File: src/include/umi_cfg.svh
//####################
// UMI width converter configuration
// Bus widths and queue depth
//####################

`ifndef UMI_CFG_SVH
`define UMI_CFG_SVH

// Bus widths in bits
`define UMI_CW  32    // Command
`define UMI_AW  64    // Source and destination address
`define UMI_IDW 256   // Wide input data
`define UMI_ODW 64    // Narrow output data

// Queue stage
`define UMI_FIFO_DEPTH 4

`endif

File: src/hw/umi_pkg.sv
//####################
// UMI width converter types
// Vector typedefs for the command, address, data and field widths
//####################

`default_nettype none

`include "umi_cfg.svh"

package umi_pkg;

   // Bus vectors
   typedef logic [`UMI_CW-1:0]  umi_cmd_t;
   typedef logic [`UMI_AW-1:0]  umi_addr_t;
   typedef logic [`UMI_IDW-1:0] umi_idata_t;  // Wide side
   typedef logic [`UMI_ODW-1:0] umi_odata_t;  // Narrow side

   // Command fields
   // opcode [4:0], size [7:5], len [15:8], rest carried as is
   typedef logic [7:0] umi_len_t;   // Word count minus one
   typedef logic [2:0] umi_size_t;  // Log2 of word bytes

endpackage

`default_nettype wire

File: src/hw/umi_fifo_sync.sv
//####################
// UMI queue stage
// Synchronous FIFO of narrow transactions
//####################

`timescale 1ns/1ps
`default_nettype none

`include "umi_cfg.svh"

module umi_fifo_sync
  (
   input  wire                   umi_in_clk,
   input  wire                   umi_in_nreset,
   // Write side
   input  wire                   beat_valid,
   input  umi_pkg::umi_cmd_t     beat_cmd,
   input  umi_pkg::umi_addr_t    beat_dstaddr,
   input  umi_pkg::umi_addr_t    beat_srcaddr,
   input  umi_pkg::umi_odata_t   beat_data,
   output logic                  fifo_full,
   // Read side
   input  wire                   umi_out_ready,
   output logic                  umi_out_valid,
   output umi_pkg::umi_cmd_t     umi_out_cmd,
   output umi_pkg::umi_addr_t    umi_out_dstaddr,
   output umi_pkg::umi_addr_t    umi_out_srcaddr,
   output umi_pkg::umi_odata_t   umi_out_data
   );

   localparam int DEPTH = `UMI_FIFO_DEPTH;
   localparam int PW    = (DEPTH > 1) ? $clog2(DEPTH) : 1;
   localparam int CNTW  = $clog2(DEPTH + 1);
   localparam int EW    = `UMI_CW + 2 * `UMI_AW + `UMI_ODW;  // Packed entry

   logic [EW-1:0]   mem [0:DEPTH-1];
   logic [PW-1:0]   wr_ptr;
   logic [PW-1:0]   rd_ptr;
   logic [CNTW-1:0] count;
   logic            empty;
   logic            wr_en;
   logic            rd_en;

   assign fifo_full = (count == CNTW'(DEPTH));
   assign empty     = (count == '0);

   assign wr_en = beat_valid & ~fifo_full;
   assign rd_en = umi_out_ready & ~empty;

   //####################
   // Pointers and count
   //####################

   always_ff @(posedge umi_in_clk or negedge umi_in_nreset)
   begin
      if (!umi_in_nreset)
      begin
         wr_ptr <= '0;
         rd_ptr <= '0;
         count  <= '0;
      end
      else
      begin
         if (wr_en)
            wr_ptr <= (wr_ptr == PW'(DEPTH - 1)) ? '0 : wr_ptr + PW'(1);
         if (rd_en)
            rd_ptr <= (rd_ptr == PW'(DEPTH - 1)) ? '0 : rd_ptr + PW'(1);
         if (wr_en & ~rd_en)
            count <= count + CNTW'(1);
         else if (rd_en & ~wr_en)
            count <= count - CNTW'(1);  // Simultaneous push and pop keeps count
      end
   end

   // Storage
   always_ff @(posedge umi_in_clk)
   begin
      if (wr_en)
         mem[wr_ptr] <= {beat_data, beat_srcaddr, beat_dstaddr, beat_cmd};
   end

   //####################
   // Read side
   //####################

   assign umi_out_valid = ~empty;
   assign {umi_out_data, umi_out_srcaddr, umi_out_dstaddr, umi_out_cmd} = mem[rd_ptr];

endmodule

`default_nettype wire

File: src/hw/umi_fifo_width.sv
//####################
// UMI width converter
// Splits wide packets into narrow beats and queues them
//####################

`timescale 1ns/1ps
`default_nettype none

module umi_fifo_width
  (
   input  wire                   umi_in_clk,
   input  wire                   umi_in_nreset,
   // Wide input
   input  wire                   umi_in_valid,
   input  umi_pkg::umi_cmd_t     umi_in_cmd,
   input  umi_pkg::umi_addr_t    umi_in_dstaddr,
   input  umi_pkg::umi_addr_t    umi_in_srcaddr,
   input  umi_pkg::umi_idata_t   umi_in_data,
   output logic                  umi_in_ready,
   // Narrow output
   output logic                  umi_out_valid,
   output umi_pkg::umi_cmd_t     umi_out_cmd,
   output umi_pkg::umi_addr_t    umi_out_dstaddr,
   output umi_pkg::umi_addr_t    umi_out_srcaddr,
   output umi_pkg::umi_odata_t   umi_out_data,
   input  wire                   umi_out_ready
   );

   import umi_pkg::*;

   // Split stage to queue stage
   logic       beat_valid;
   umi_cmd_t   beat_cmd;
   umi_addr_t  beat_dstaddr;
   umi_addr_t  beat_srcaddr;
   umi_odata_t beat_data;
   logic       fifo_full;

   umi_split u_split
     (.umi_in_clk     (umi_in_clk),
      .umi_in_nreset  (umi_in_nreset),
      .umi_in_valid   (umi_in_valid),
      .umi_in_cmd     (umi_in_cmd),
      .umi_in_dstaddr (umi_in_dstaddr),
      .umi_in_srcaddr (umi_in_srcaddr),
      .umi_in_data    (umi_in_data),
      .umi_in_ready   (umi_in_ready),
      .fifo_full      (fifo_full),
      .beat_valid     (beat_valid),
      .beat_cmd       (beat_cmd),
      .beat_dstaddr   (beat_dstaddr),
      .beat_srcaddr   (beat_srcaddr),
      .beat_data      (beat_data));

   umi_fifo_sync u_fifo
     (.umi_in_clk      (umi_in_clk),
      .umi_in_nreset   (umi_in_nreset),
      .beat_valid      (beat_valid),
      .beat_cmd        (beat_cmd),
      .beat_dstaddr    (beat_dstaddr),
      .beat_srcaddr    (beat_srcaddr),
      .beat_data       (beat_data),
      .fifo_full       (fifo_full),
      .umi_out_ready   (umi_out_ready),
      .umi_out_valid   (umi_out_valid),
      .umi_out_cmd     (umi_out_cmd),
      .umi_out_dstaddr (umi_out_dstaddr),
      .umi_out_srcaddr (umi_out_srcaddr),
      .umi_out_data    (umi_out_data));

endmodule

`default_nettype wire

File: src/hw/umi_split.sv
//####################
// UMI split stage
// Latches a wide packet and emits output-width beats
//####################

`timescale 1ns/1ps
`default_nettype none

`include "umi_cfg.svh"

module umi_split
  (
   input  wire                   umi_in_clk,
   input  wire                   umi_in_nreset,
   // Wide input side
   input  wire                   umi_in_valid,
   input  umi_pkg::umi_cmd_t     umi_in_cmd,
   input  umi_pkg::umi_addr_t    umi_in_dstaddr,
   input  umi_pkg::umi_addr_t    umi_in_srcaddr,
   input  umi_pkg::umi_idata_t   umi_in_data,
   output logic                  umi_in_ready,
   // Narrow beat toward the queue
   input  wire                   fifo_full,
   output logic                  beat_valid,
   output umi_pkg::umi_cmd_t     beat_cmd,
   output umi_pkg::umi_addr_t    beat_dstaddr,
   output umi_pkg::umi_addr_t    beat_srcaddr,
   output umi_pkg::umi_odata_t   beat_data
   );

   import umi_pkg::*;

   localparam int OBYTES = `UMI_ODW / 8;  // Bytes per output beat

   // Hold register for the rest of a packet
   logic       hold;
   umi_cmd_t   hold_cmd;
   umi_addr_t  hold_dstaddr;
   umi_addr_t  hold_srcaddr;
   umi_idata_t hold_data;

   // Current beat source
   umi_cmd_t   cur_cmd;
   umi_addr_t  cur_dstaddr;
   umi_addr_t  cur_srcaddr;
   umi_idata_t cur_data;
   umi_size_t  cur_size;
   umi_len_t   cur_len;

   // Length arithmetic
   logic [8:0] words_left;
   logic [8:0] wpb_raw;
   logic [8:0] wpb;
   logic       more;
   umi_len_t   beat_len;
   umi_len_t   rest_len;
   umi_addr_t  addr_step;
   logic       beat_write;

   //####################
   // Beat select
   //####################

   assign cur_cmd     = hold ? hold_cmd     : umi_in_cmd;
   assign cur_dstaddr = hold ? hold_dstaddr : umi_in_dstaddr;
   assign cur_srcaddr = hold ? hold_srcaddr : umi_in_srcaddr;
   assign cur_data    = hold ? hold_data    : umi_in_data;

   assign cur_size = cur_cmd[7:5];
   assign cur_len  = cur_cmd[15:8];

   // Words that fit one output beat, never below one
   assign wpb_raw = 9'(OBYTES >> cur_size);
   assign wpb     = (wpb_raw == 9'd0) ? 9'd1 : wpb_raw;

   assign words_left = {1'b0, cur_len} + 9'd1;
   assign more       = words_left > wpb;

   // Len of this beat and of what stays behind
   assign beat_len = more ? umi_len_t'(wpb - 9'd1) : cur_len;
   assign rest_len = umi_len_t'(words_left - wpb - 9'd1);

   assign addr_step = umi_addr_t'(wpb) << cur_size;  // 8 bytes for size <= 3

   //####################
   // Beat outputs
   //####################

   assign beat_valid   = hold | umi_in_valid;
   assign beat_cmd     = {cur_cmd[`UMI_CW-1:16], beat_len, cur_cmd[7:0]};
   assign beat_dstaddr = cur_dstaddr;
   assign beat_srcaddr = cur_srcaddr;
   assign beat_data    = cur_data[`UMI_ODW-1:0];

   assign beat_write = beat_valid & ~fifo_full;

   // No new packet while splitting or while the queue is full
   assign umi_in_ready = ~hold & ~fifo_full;

   //####################
   // Hold state
   //####################

   always_ff @(posedge umi_in_clk or negedge umi_in_nreset)
   begin
      if (!umi_in_nreset)
      begin
         hold <= 1'b0;
      end
      else if (beat_write)
      begin
         hold <= more;  // Clears on the last beat
      end
   end

   // Remainder of the packet after each written beat
   always_ff @(posedge umi_in_clk)
   begin
      if (beat_write)
      begin
         hold_cmd     <= {cur_cmd[`UMI_CW-1:16], rest_len, cur_cmd[7:0]};
         hold_dstaddr <= cur_dstaddr + addr_step;
         hold_srcaddr <= cur_srcaddr + addr_step;
         hold_data    <= cur_data >> `UMI_ODW;
      end
   end

endmodule

`default_nettype wire

File: config.mk
export PLATFORM = sky130hd
export DESIGN_NAME = umi_fifo_width
export DESIGN_NICKNAME = d
export VERILOG_FILES = /design/src/hw/umi_pkg.sv /design/src/hw/umi_fifo_sync.sv /design/src/hw/umi_fifo_width.sv /design/src/hw/umi_split.sv
export VERILOG_INCLUDE_DIRS = /design/src /design/src/include
export SDC_FILE = /design/constraint.sdc
export NUM_CORES = 1
export LEC_CHECK = 0
export BUFFER_PORTS_ARGS = -buffer_cell sky130_fd_sc_hd__buf_2
export CAP_MARGIN = 30
export CORE_MARGIN = 3
export CORE_UTILIZATION = 60
export CTS_CLUSTER_DIAMETER = 120
export CTS_CLUSTER_SIZE = 10
export DETAILED_ROUTE_END_ITERATION = 10
export PLACE_DENSITY = 0.92
export REMOVE_ABC_BUFFERS = 1
export SLEW_MARGIN = 10
export SYNTH_ARGS = -nofsm -noshare
export SYNTH_HDL_FRONTEND = slang
export SYNTH_SLANG_ARGS = --single-unit
File: constraint.sdc
create_clock -name umi_in_clk -period 58.4 [get_ports umi_in_clk]
set_clock_uncertainty 0.15 [all_clocks]
set_input_delay 11.68 -clock umi_in_clk [delete_from_list [all_inputs] [get_ports umi_in_clk]]
set_output_delay 11.68 -clock umi_in_clk [all_outputs]
set_load 0.02 [all_outputs]
== After elaboration in Yosys (flattened, before gate mapping) ==
Memory sizes are Yosys's and may differ from the RTL's.
Index checks and enable logic that the tools add are counted.
Widths: inputs -> output; s select.
Word-level totals
  register bits: 360
  latch bits: 0
  bits in writable memories: 896
  ROM bits: 0
  input bits: 420
  output and inout bits: 226
  logic and storage cells: 52
  memories kept: 1
Cells by class
  $add $sub $neg: 10
  $mul: 0
  divide/modulo/power cells: 0
  $lt $le $gt $ge: 1
  eq/ne operators: 3
  shift-type cells: 2
  mux-type cells: 12
  bitwise operators: 11
  reductions and logical operators: 3
Memory list
  u_fifo.mem: depth 4, width 224, read ports 1, clocked after Yosys merged registers in 0, write ports 1, RTL line umi_fifo_sync.sv:36  | logic [EW-1:0] mem [0:DEPTH-1];
Operator list (number)
  $mux 192: 1
  $add 64x64->64: 2
  $mux 64: 2
  $shl 9x3->64: 1
  $mux 32: 1
  $sub 8x1->8 const B: 2
  $add 8x1->9 const B: 1
  $gt 9x9->1: 1
  $logic_not 9->1: 1
  $mux 9: 1
  $shr 4x3->9 const A: 1
  $mux 8: 1
  $sub 8x8->8: 1
  $mux 3: 2
  $and 1x1->1: 5
  $not 1->1: 5
  $add 2x1->2 const B: 2
  $eq 2x2->1 const B: 2
  $mux 2: 2
  $add 3x1->3 const B: 1
  $eq 3x3->1 const B: 1
  $logic_not 3->1: 1
  $sub 3x1->3 const B: 1
  $mux 1: 2
  other kinds (2): 2

== Longest topological paths before layout ==
Gate-level depths: netlist (run 1).
  depth after elaboration: 7
  gate-level depth with buffers: 18
  gate-level depth less buffers: 11

== Hierarchy ==
A second synthesis (run 1) with hierarchy kept.
Unflattened totals
  cells, all modules: 2832
  area total of the unflattened synthesis: 53348.7 um^2
Modules (own cells, without submodules)
  umi_fifo_sync: instances 1, cells an instance 1207, area an instance 32730.1 um^2, seq. area each 27081.0 um^2
  umi_split: instances 1, cells an instance 1625, area an instance 20618.5 um^2, seq. area each 10595.2 um^2

== Least setup slack after synthesis (run 1) ==
OpenSTA, ideal clock, no wires.
  path kind: input port to flip-flop
  start point: in umi_in_valid
  end point: mem u_fifo.mem[0][0] (netlist name), enable pin
  library setup time: 0.613 ns
  arrival time: 32.773 ns
  required time: 57.637 ns
  path slack: 24.864 ns
  cell stages on the path: 3
  buffers on the path: 0
  cells stage by stage: nor2_1 > nor2_1 > and2_1
On the way
  longest elaborated chain between the ends: 4
RTL lines
  from (decl): RTL line umi_fifo_width.sv:14  | input wire umi_in_valid,
  $or 1x1->1: RTL line umi_split.sv:89  | assign beat_valid = hold | umi_in_valid;
  $and 1x1->1: RTL line umi_fifo_sync.sv:47  | assign wr_en = beat_valid & ~fifo_full;
  named net u_fifo.wr_en: RTL line umi_fifo_sync.sv:41  | logic wr_en;
  $mux 1: RTL line umi_fifo_sync.sv:78  | if (wr_en)
  $mux 1 (not written as such): RTL line umi_fifo_sync.sv:79  | mem[wr_ptr] <= {beat_data, beat_srcaddr, beat_dstaddr, beat_cmd};
  to (decl): RTL line umi_fifo_sync.sv:36
The timed path passes the listed nets, and every way through them passes these cells.

== Worst setup path in the final report (run 1) ==
  start point: reg u_fifo.rd_ptr[0]
  end point: out umi_out_dstaddr[55]
On the way
  longest elaborated chain between the ends: 1
RTL lines
  from (decl): RTL line umi_fifo_sync.sv:38  | logic [PW-1:0] rd_ptr;
  from (signal assigned): RTL line umi_fifo_sync.sv:67  | rd_ptr <= (rd_ptr == PW'(DEPTH - 1)) ? '0 : rd_ptr + PW'(1);
  $mem_v2 4x224
  to (decl): RTL line umi_fifo_width.sv:23  | output umi_pkg::umi_addr_t umi_out_dstaddr,
No other way between the ends.

==> results.json, run 1 <==
{
  "outcome": "finished, final reports clean",
  "drv_cap": 0,
  "seqCellArea_mm2": 0.03769,
  "slowest_stage": "dfrtp_4",
  "clkLatencyLatePin_ns": 0.75,
  "rows": 107,
  "dr.pass1.iters": 5,
  "yosys.area.top_type": "edfxtp_1",
  "finalWirelength_um": 133000,
  "placement.io_buffers": 645,
  "path_max_fanout": 42,
  "fillers": 4803,
  "drt-initial-drc-count": 3311,
  "slowest_delay_ns": 0.99,
  "cts_setup_buffers": 0,
  "yosys.area.top_type_share": 0.7125,
  "fin_tns_setup_ns": 0,
  "die_h_um": 302.1,
  "cpLargestDelayFamily": "buffers and inverters",
  "synth-edff-count": 1248,
  "postRouteAntennaNets": 0,
  "vdd_drop_max_mv": 0.07060,
  "syn_avg_cell_area_um2": 19.17,
  "floorplan.initialDensity": 0.6110,
  "grt_antenna_before_repair": 32,
  "maxClockFrequency_mhz": 62.26,
  "io_pins": 646,
  "grt_start_max_net_pins": 172,
  "synth.area.top_cells": "edfxtp_1 (71%), mux4_2 (9.6%), mux2_2 (6.5%)",
  "utilization": 0.7105,
  "yosys_warnings": 0,
  "die_x_um": 302.1,
  "drc": 0,
  "die_area_mm2": 0.09126,
  "pre_cts_ws_ns": 42.71,
  "drv_slew": 0,
  "clock-root-buffer": "clkbuf_16",
  "finalSetupViolations": 0,
  "p_per_area_mw_per_mm2": 71.89,
  "holdWs_ns": 0.3955,
  "worst_slew_pin_slew_ns": 1.217,
  "period_minus_slack_ns": 16.06,
  "ys_seq_area_frac": 0.7163,
  "fin_nets": 3930,
  "vias_per_cell": 6.413,
  "async_flop_share": 0.006369,
  "clock_sinks": 1256,
  "relSlewSlack": 0.1885,
  "hold_path_class": "flop to flop",
  "fin_ws_ns": 42.34,
  "hold_viol_final": 0,
  "layout-drive-gt1-share": 0.4032,
  "cts_resized": 0,
  "htree_levels": 4,
  "areaGrowthSynthToFinish_pct": 16.27,
  "grt_overflow": 0,
  "multi_input_area_mm2": 0.01426,
  "clock_path_buffers": 3,
  "start_kind": "flop",
  "gp_congestion": 0.8627,
  "cts_tree": "yes",
  "grt_usage": 0.2895,
  "synth_ff_type": "edfxtp_1",
  "path_class": "flop to primary output",
  "num_vias": 29910,
  "grt_pass1_vias": 30870,
  "core_area_mm2": 0.08608,
  "critPathBufInv": 3,
  "postCtsHoldBufs": 0,
  "cp.required_ns": 46.57,
  "end_kind": "primary output",
  "path_cells": "buf_4 -> buf_4 -> mux4_2 -> buf_2",
  "synth_cell_types": 68,
  "cts_buffers": 143,
  "cts.clk_slew.worst_paths_ns": 0.05,
  "dp_hpwl_um": 81900,
  "netlist_area_mm2": 0.05260,
  "routedWlPerCell_um": 28.51,
  "synthesis.instances": 2744,
  "synth-seq-cells": 1256,
  "cp.arrival_ns": 4.23,
  "cpMostUsedCell": "buf_4",
  "p_leak_uw": 0.02249,
  "finalCritPeriodShare": 0.2750,
  "rsz0062_at_grt": "false",
  "grt_pass1_wl_um": 194900
}
cell usage after synthesis, drive strengths merged, types with 27 or more instances:
cell / instances
edfxtp: 1248
mux2: 305
mux4: 224
nand2: 105
xnor2: 98
buf: 92
nor2b: 81
nand3: 75
nand4: 44
inv: 43
xor2: 41
a21oi: 36
mux2i: 36
ha: 35
nor2: 34
o21ai: 34
clkbuf: 27
kinds of logic (layout without fill, tap and decap cells):
group	after synthesis	after routing	synth area share
flip-flops	1256	1256	0.7163
multiplexers	565	565	0.1681
AND/OR/NAND/NOR	439	439	0.04872
buffers and inverters	162	887	0.01441
AO/OA/AOI/OAI	143	143	0.01948
XOR/XNOR	139	139	0.02314
adder cells (fa/ha/maj)	39	39	0.009848
other	1	52	0.00007129
registers in the layout, summed over array words and instances, names as in the netlist, 2 cells and up:
signal	cells
u_fifo.mem	896
u_split.hold_dstaddr	64
u_fifo.wr_ptr	2
u_split.hold_cmd	32
u_split.hold_srcaddr	64
u_fifo.rd_ptr	2
u_split.hold_data	192
u_fifo.count	3
path summary, 6_finish.rpt:
check                                       from                        to  slack, ns  depth (start not counted)
max in group asynchronous          umi_in_nreset          u_fifo.rd_ptr[0]      47.26                          1
max reg2reg                         u_split.hold  u_split.hold_dstaddr[49]      53.45                         11
max                             u_fifo.rd_ptr[0]       umi_out_dstaddr[55]      42.34                          4
min in group asynchronous          umi_in_nreset           u_fifo.count[1]      10.64                          1
min                        u_split.hold_data[81]     u_split.hold_data[17]       0.40                          1
min reg2reg                u_split.hold_data[81]     u_split.hold_data[17]       0.40                          1
power by group:
group	total, µW	switching [µW]	internal (µW)
Sequential	1860	167	1700
Clock	786	335	451
Combinational	1750	1110	639
stage by stage:
stage          cells  instance area, µm²  total power, µW
2_1_floorplan   2646               52080             3249
5_1_grt         4654               61130             4578
3_3_place_gp    4461               57020             3455
4_1_cts         4628               60960             4390
6_report        4664               61160             4397
3_5_place_dp    4464               57080             3561
layout make-up:
class | instances | area share
Antenna cell | 30 | 0.001227
Multi-Input combinational cell | 1347 | 0.2332
Tap cell | 1144 | 0.02340
Timing Repair Buffer | 680 | 0.05976
Clock inverter | 10 | 0.002987
Clock buffer | 154 | 0.06058
Inverter | 43 | 0.002639
Sequential cell | 1256 | 0.6162
layer usage:
metal	wire (µm)	vias up	global-route usage
met5	97	-	0
met4	6450	14	0.1335
met3	11770	398	0.06510
met2	68430	1847	0.4916
met1	46220	15210	0.3571
li1	-	12440	-
cells in the final DEF, fill, tap and decap left out, types with 35 or more instances in the layout:
| cell | count |
|---|---|
| buf_2 | 646 |
| nor2b_1 | 81 |
| mux4_2 | 224 |
| a21oi_1 | 36 |
| nand4_1 | 43 |
| nand2_1 | 105 |
| xor2_1 | 41 |
| clkbuf_16 | 147 |
| nand3_1 | 72 |
| inv_1 | 43 |
| mux2i_1 | 36 |
| edfxtp_1 | 1248 |
| mux2_2 | 305 |
| xnor2_1 | 98 |
| ha_1 | 35 |
No activity file was read; power rests on OpenSTA's default activity.
==> inputs of run 2 (changes only) <==
--- a/config.mk
+++ b/config.mk
@@ -9,11 +9,11 @@
 export BUFFER_PORTS_ARGS = -buffer_cell sky130_fd_sc_hd__buf_2
 export CAP_MARGIN = 30
 export CORE_MARGIN = 3
-export CORE_UTILIZATION = 60
+export CORE_UTILIZATION = 53
 export CTS_CLUSTER_DIAMETER = 120
 export CTS_CLUSTER_SIZE = 10
 export DETAILED_ROUTE_END_ITERATION = 10
-export PLACE_DENSITY = 0.92
+export PLACE_DENSITY = 0.87
 export REMOVE_ABC_BUFFERS = 1
 export SLEW_MARGIN = 10
 export SYNTH_ARGS = -nofsm -noshare
==> constraint.sdc (replaced) <==
create_clock -name umi_in_clk -period 13.7 [get_ports umi_in_clk]
set_clock_uncertainty 0.15 [all_clocks]
set_input_delay 2.74 -clock umi_in_clk [delete_from_list [all_inputs] [get_ports umi_in_clk]]
set_output_delay 2.74 -clock umi_in_clk [all_outputs]
set_load 0.02 [all_outputs]
==> run 2 against run 1 <==
Via count down 4.4%. Critical path depth unchanged. Clock power rose to 4.3 times the previous value. Critical endpoint is now umi_out_dstaddr[38]. Largest cell class unchanged.
==> results.json, run 2 (synthesis gave the netlist of run 1 again) <==
{
  "dp_hpwl_um": 79740,
  "grt_overflow": 0,
  "core_area_mm2": 0.09756,
  "htree_levels": 4,
  "die_area_mm2": 0.1031,
  "clkLatencyLatePin_ns": 0.74,
  "clock_path_buffers": 3,
  "placement.io_buffers": 645,
  "r2r_setup_slack_ns": 8.31,
  "postRouteAntennaNets": 0,
  "grt_use_met1": 0.2971,
  "r2r_start": "u_split.hold",
  "utilization": 0.6285,
  "largest_registers": "u_fifo.mem (896), u_split.hold_data (192)",
  "seqCellArea_mm2": 0.03769,
  "relSlewSlack": 0.2843,
  "io_pins": 646,
  "busiest_layer": "met2",
  "grt_antenna_before_repair": 28,
  "finalWirelength_um": 123900,
  "grt_pass1_vias": 29880,
  "timing.rr.end": "u_split.hold_dstaddr[62]",
  "start_kind": "flop",
  "rsz0062_at_grt": "false",
  "dr.pass1.iters": 6,
  "use_met2": 0.4049,
  "maxClockFrequency_mhz": 143.2,
  "path_class": "flop to primary output",
  "clock-root-buffer": "clkbuf_16",
  "vdd_drop_max_mv": 0.3915,
  "worst_slew_pin_slew_ns": 1.074,
  "most-common-layout-cells": "edfxtp_1 (1248), buf_2 (645), mux2_2 (305), mux4_2 (224), clkbuf_16 (148)",
  "multi_input_area_mm2": 0.01426,
  "p_leak_uw": 0.02249,
  "postCtsHoldBufs": 0,
  "finalCritPeriodShare": 0.5097,
  "startpoint": "u_fifo.rd_ptr[0]",
  "cts_setup_buffers": 0,
  "use_met3": 0.07091,
  "num_vias": 28600,
  "grt_usage": 0.2389,
  "period_minus_slack_ns": 6.983,
  "reg2reg_depth": 10,
  "fillers": 6525,
  "floorplan.initialDensity": 0.5391,
  "top_register": "u_fifo.mem",
  "fin_tns_setup_ns": 0,
  "gp_congestion": 0.8145,
  "holdWs_ns": 0.3387,
  "cts_buffers": 143,
  "drc": 0,
  "cts.clk_slew.worst_paths_ns": 0.06,
  "rows": 114,
  "die_x_um": 321.0,
  "p_per_area_mw_per_mm2": 301.7,
  "areaGrowthSynthToFinish_pct": 16.57,
  "pre_cts_ws_ns": 7.000,
  "routedWlPerCell_um": 25.87,
  "grt_start_max_net_pins": 130,
  "largest_register_ffs": 896,
  "drt-initial-drc-count": 2612,
  "end_kind": "primary output",
  "clock_sinks": 1256,
  "drv_cap": 0,
  "cts_resized": 0,
  "final-instance-count-excl-fill": 4790,
  "path_max_fanout": 89,
  "drv_slew": 0,
  "die_h_um": 321.0,
  "dp.cells": 4600,
  "crit_end": "umi_out_dstaddr[38]",
  "grt_pass1_wl_um": 185000,
  "vias_per_cell": 5.971,
  "fin_nets": 3933,
  "layout-drive-gt1-share": 0.4042,
  "hold_path_class": "flop to flop",
  "hold_viol_final": 0,
  "fin_ws_ns": 6.717,
  "outcome": "finished, final reports clean",
  "cp.required_ns": 10.81,
  "cp.arrival_ns": 4.09,
  "finalSetupViolations": 0,
  "cts_tree": "yes",
  "mostFrequentLayoutCell": "edfxtp_1"
}
run 2: worst max-delay path, cell delays in order (launching register included):
cell and delay [ns]:
dfrtp_4 0.88, buf_12 0.54, buf_4 0.74, mux4_2 0.67
buf_2 0.20
run 2: worst min path at each step:
stage | startpoint | endpoint | slack [ns] | cells after the start
detailed placement | u_fifo.count[2] | u_fifo.count[2] | 0.33 | 1
global route | u_fifo.count[2] | u_fifo.count[2] | 0.37 | 1
CTS | u_fifo.count[2] | u_fifo.count[2] | 0.34 | 1
finish | u_fifo.count[2] | u_fifo.count[2] | 0.34 | 1
floorplan | u_fifo.count[2] | u_fifo.count[2] | 0.30 | 1
global placement | u_fifo.count[2] | u_fifo.count[2] | 0.32 | 1
run 2: per-stage QoR:
stage	total power [µW]	area (µm²)
2_1_floorplan	13830	52080
3_3_place_gp	14840	57230
3_5_place_dp	15160	57240
4_1_cts	18600	61140
5_1_grt	19380	61280
6_report	18500	61320
run 2: area by class of cell:
class	count	share of cell area
Clock inverter	10	0.002979
Tap cell	1276	0.02604
Clock buffer	152	0.06064
Timing Repair Buffer	683	0.05954
Sequential cell	1256	0.6146
Inverter	43	0.002632
Antenna cell	23	0.0009386
Multi-Input combinational cell	1347	0.2326
run 2: power breakdown:
group | internal [µW] | switching, µW | leakage [µW] | total [µW]
registers | 7220 | 623 | 0.0123 | 7840
clock network | 1930 | 1420 | 0.00191 | 3350
logic | 2710 | 4590 | 0.00824 | 7300
run 2: routing by layer:
metal,share of wire,vias up
met5,0.00094,-
met4,0.027,18
met3,0.090,222
met2,0.51,1206
met1,0.37,14710
li1,-,12450
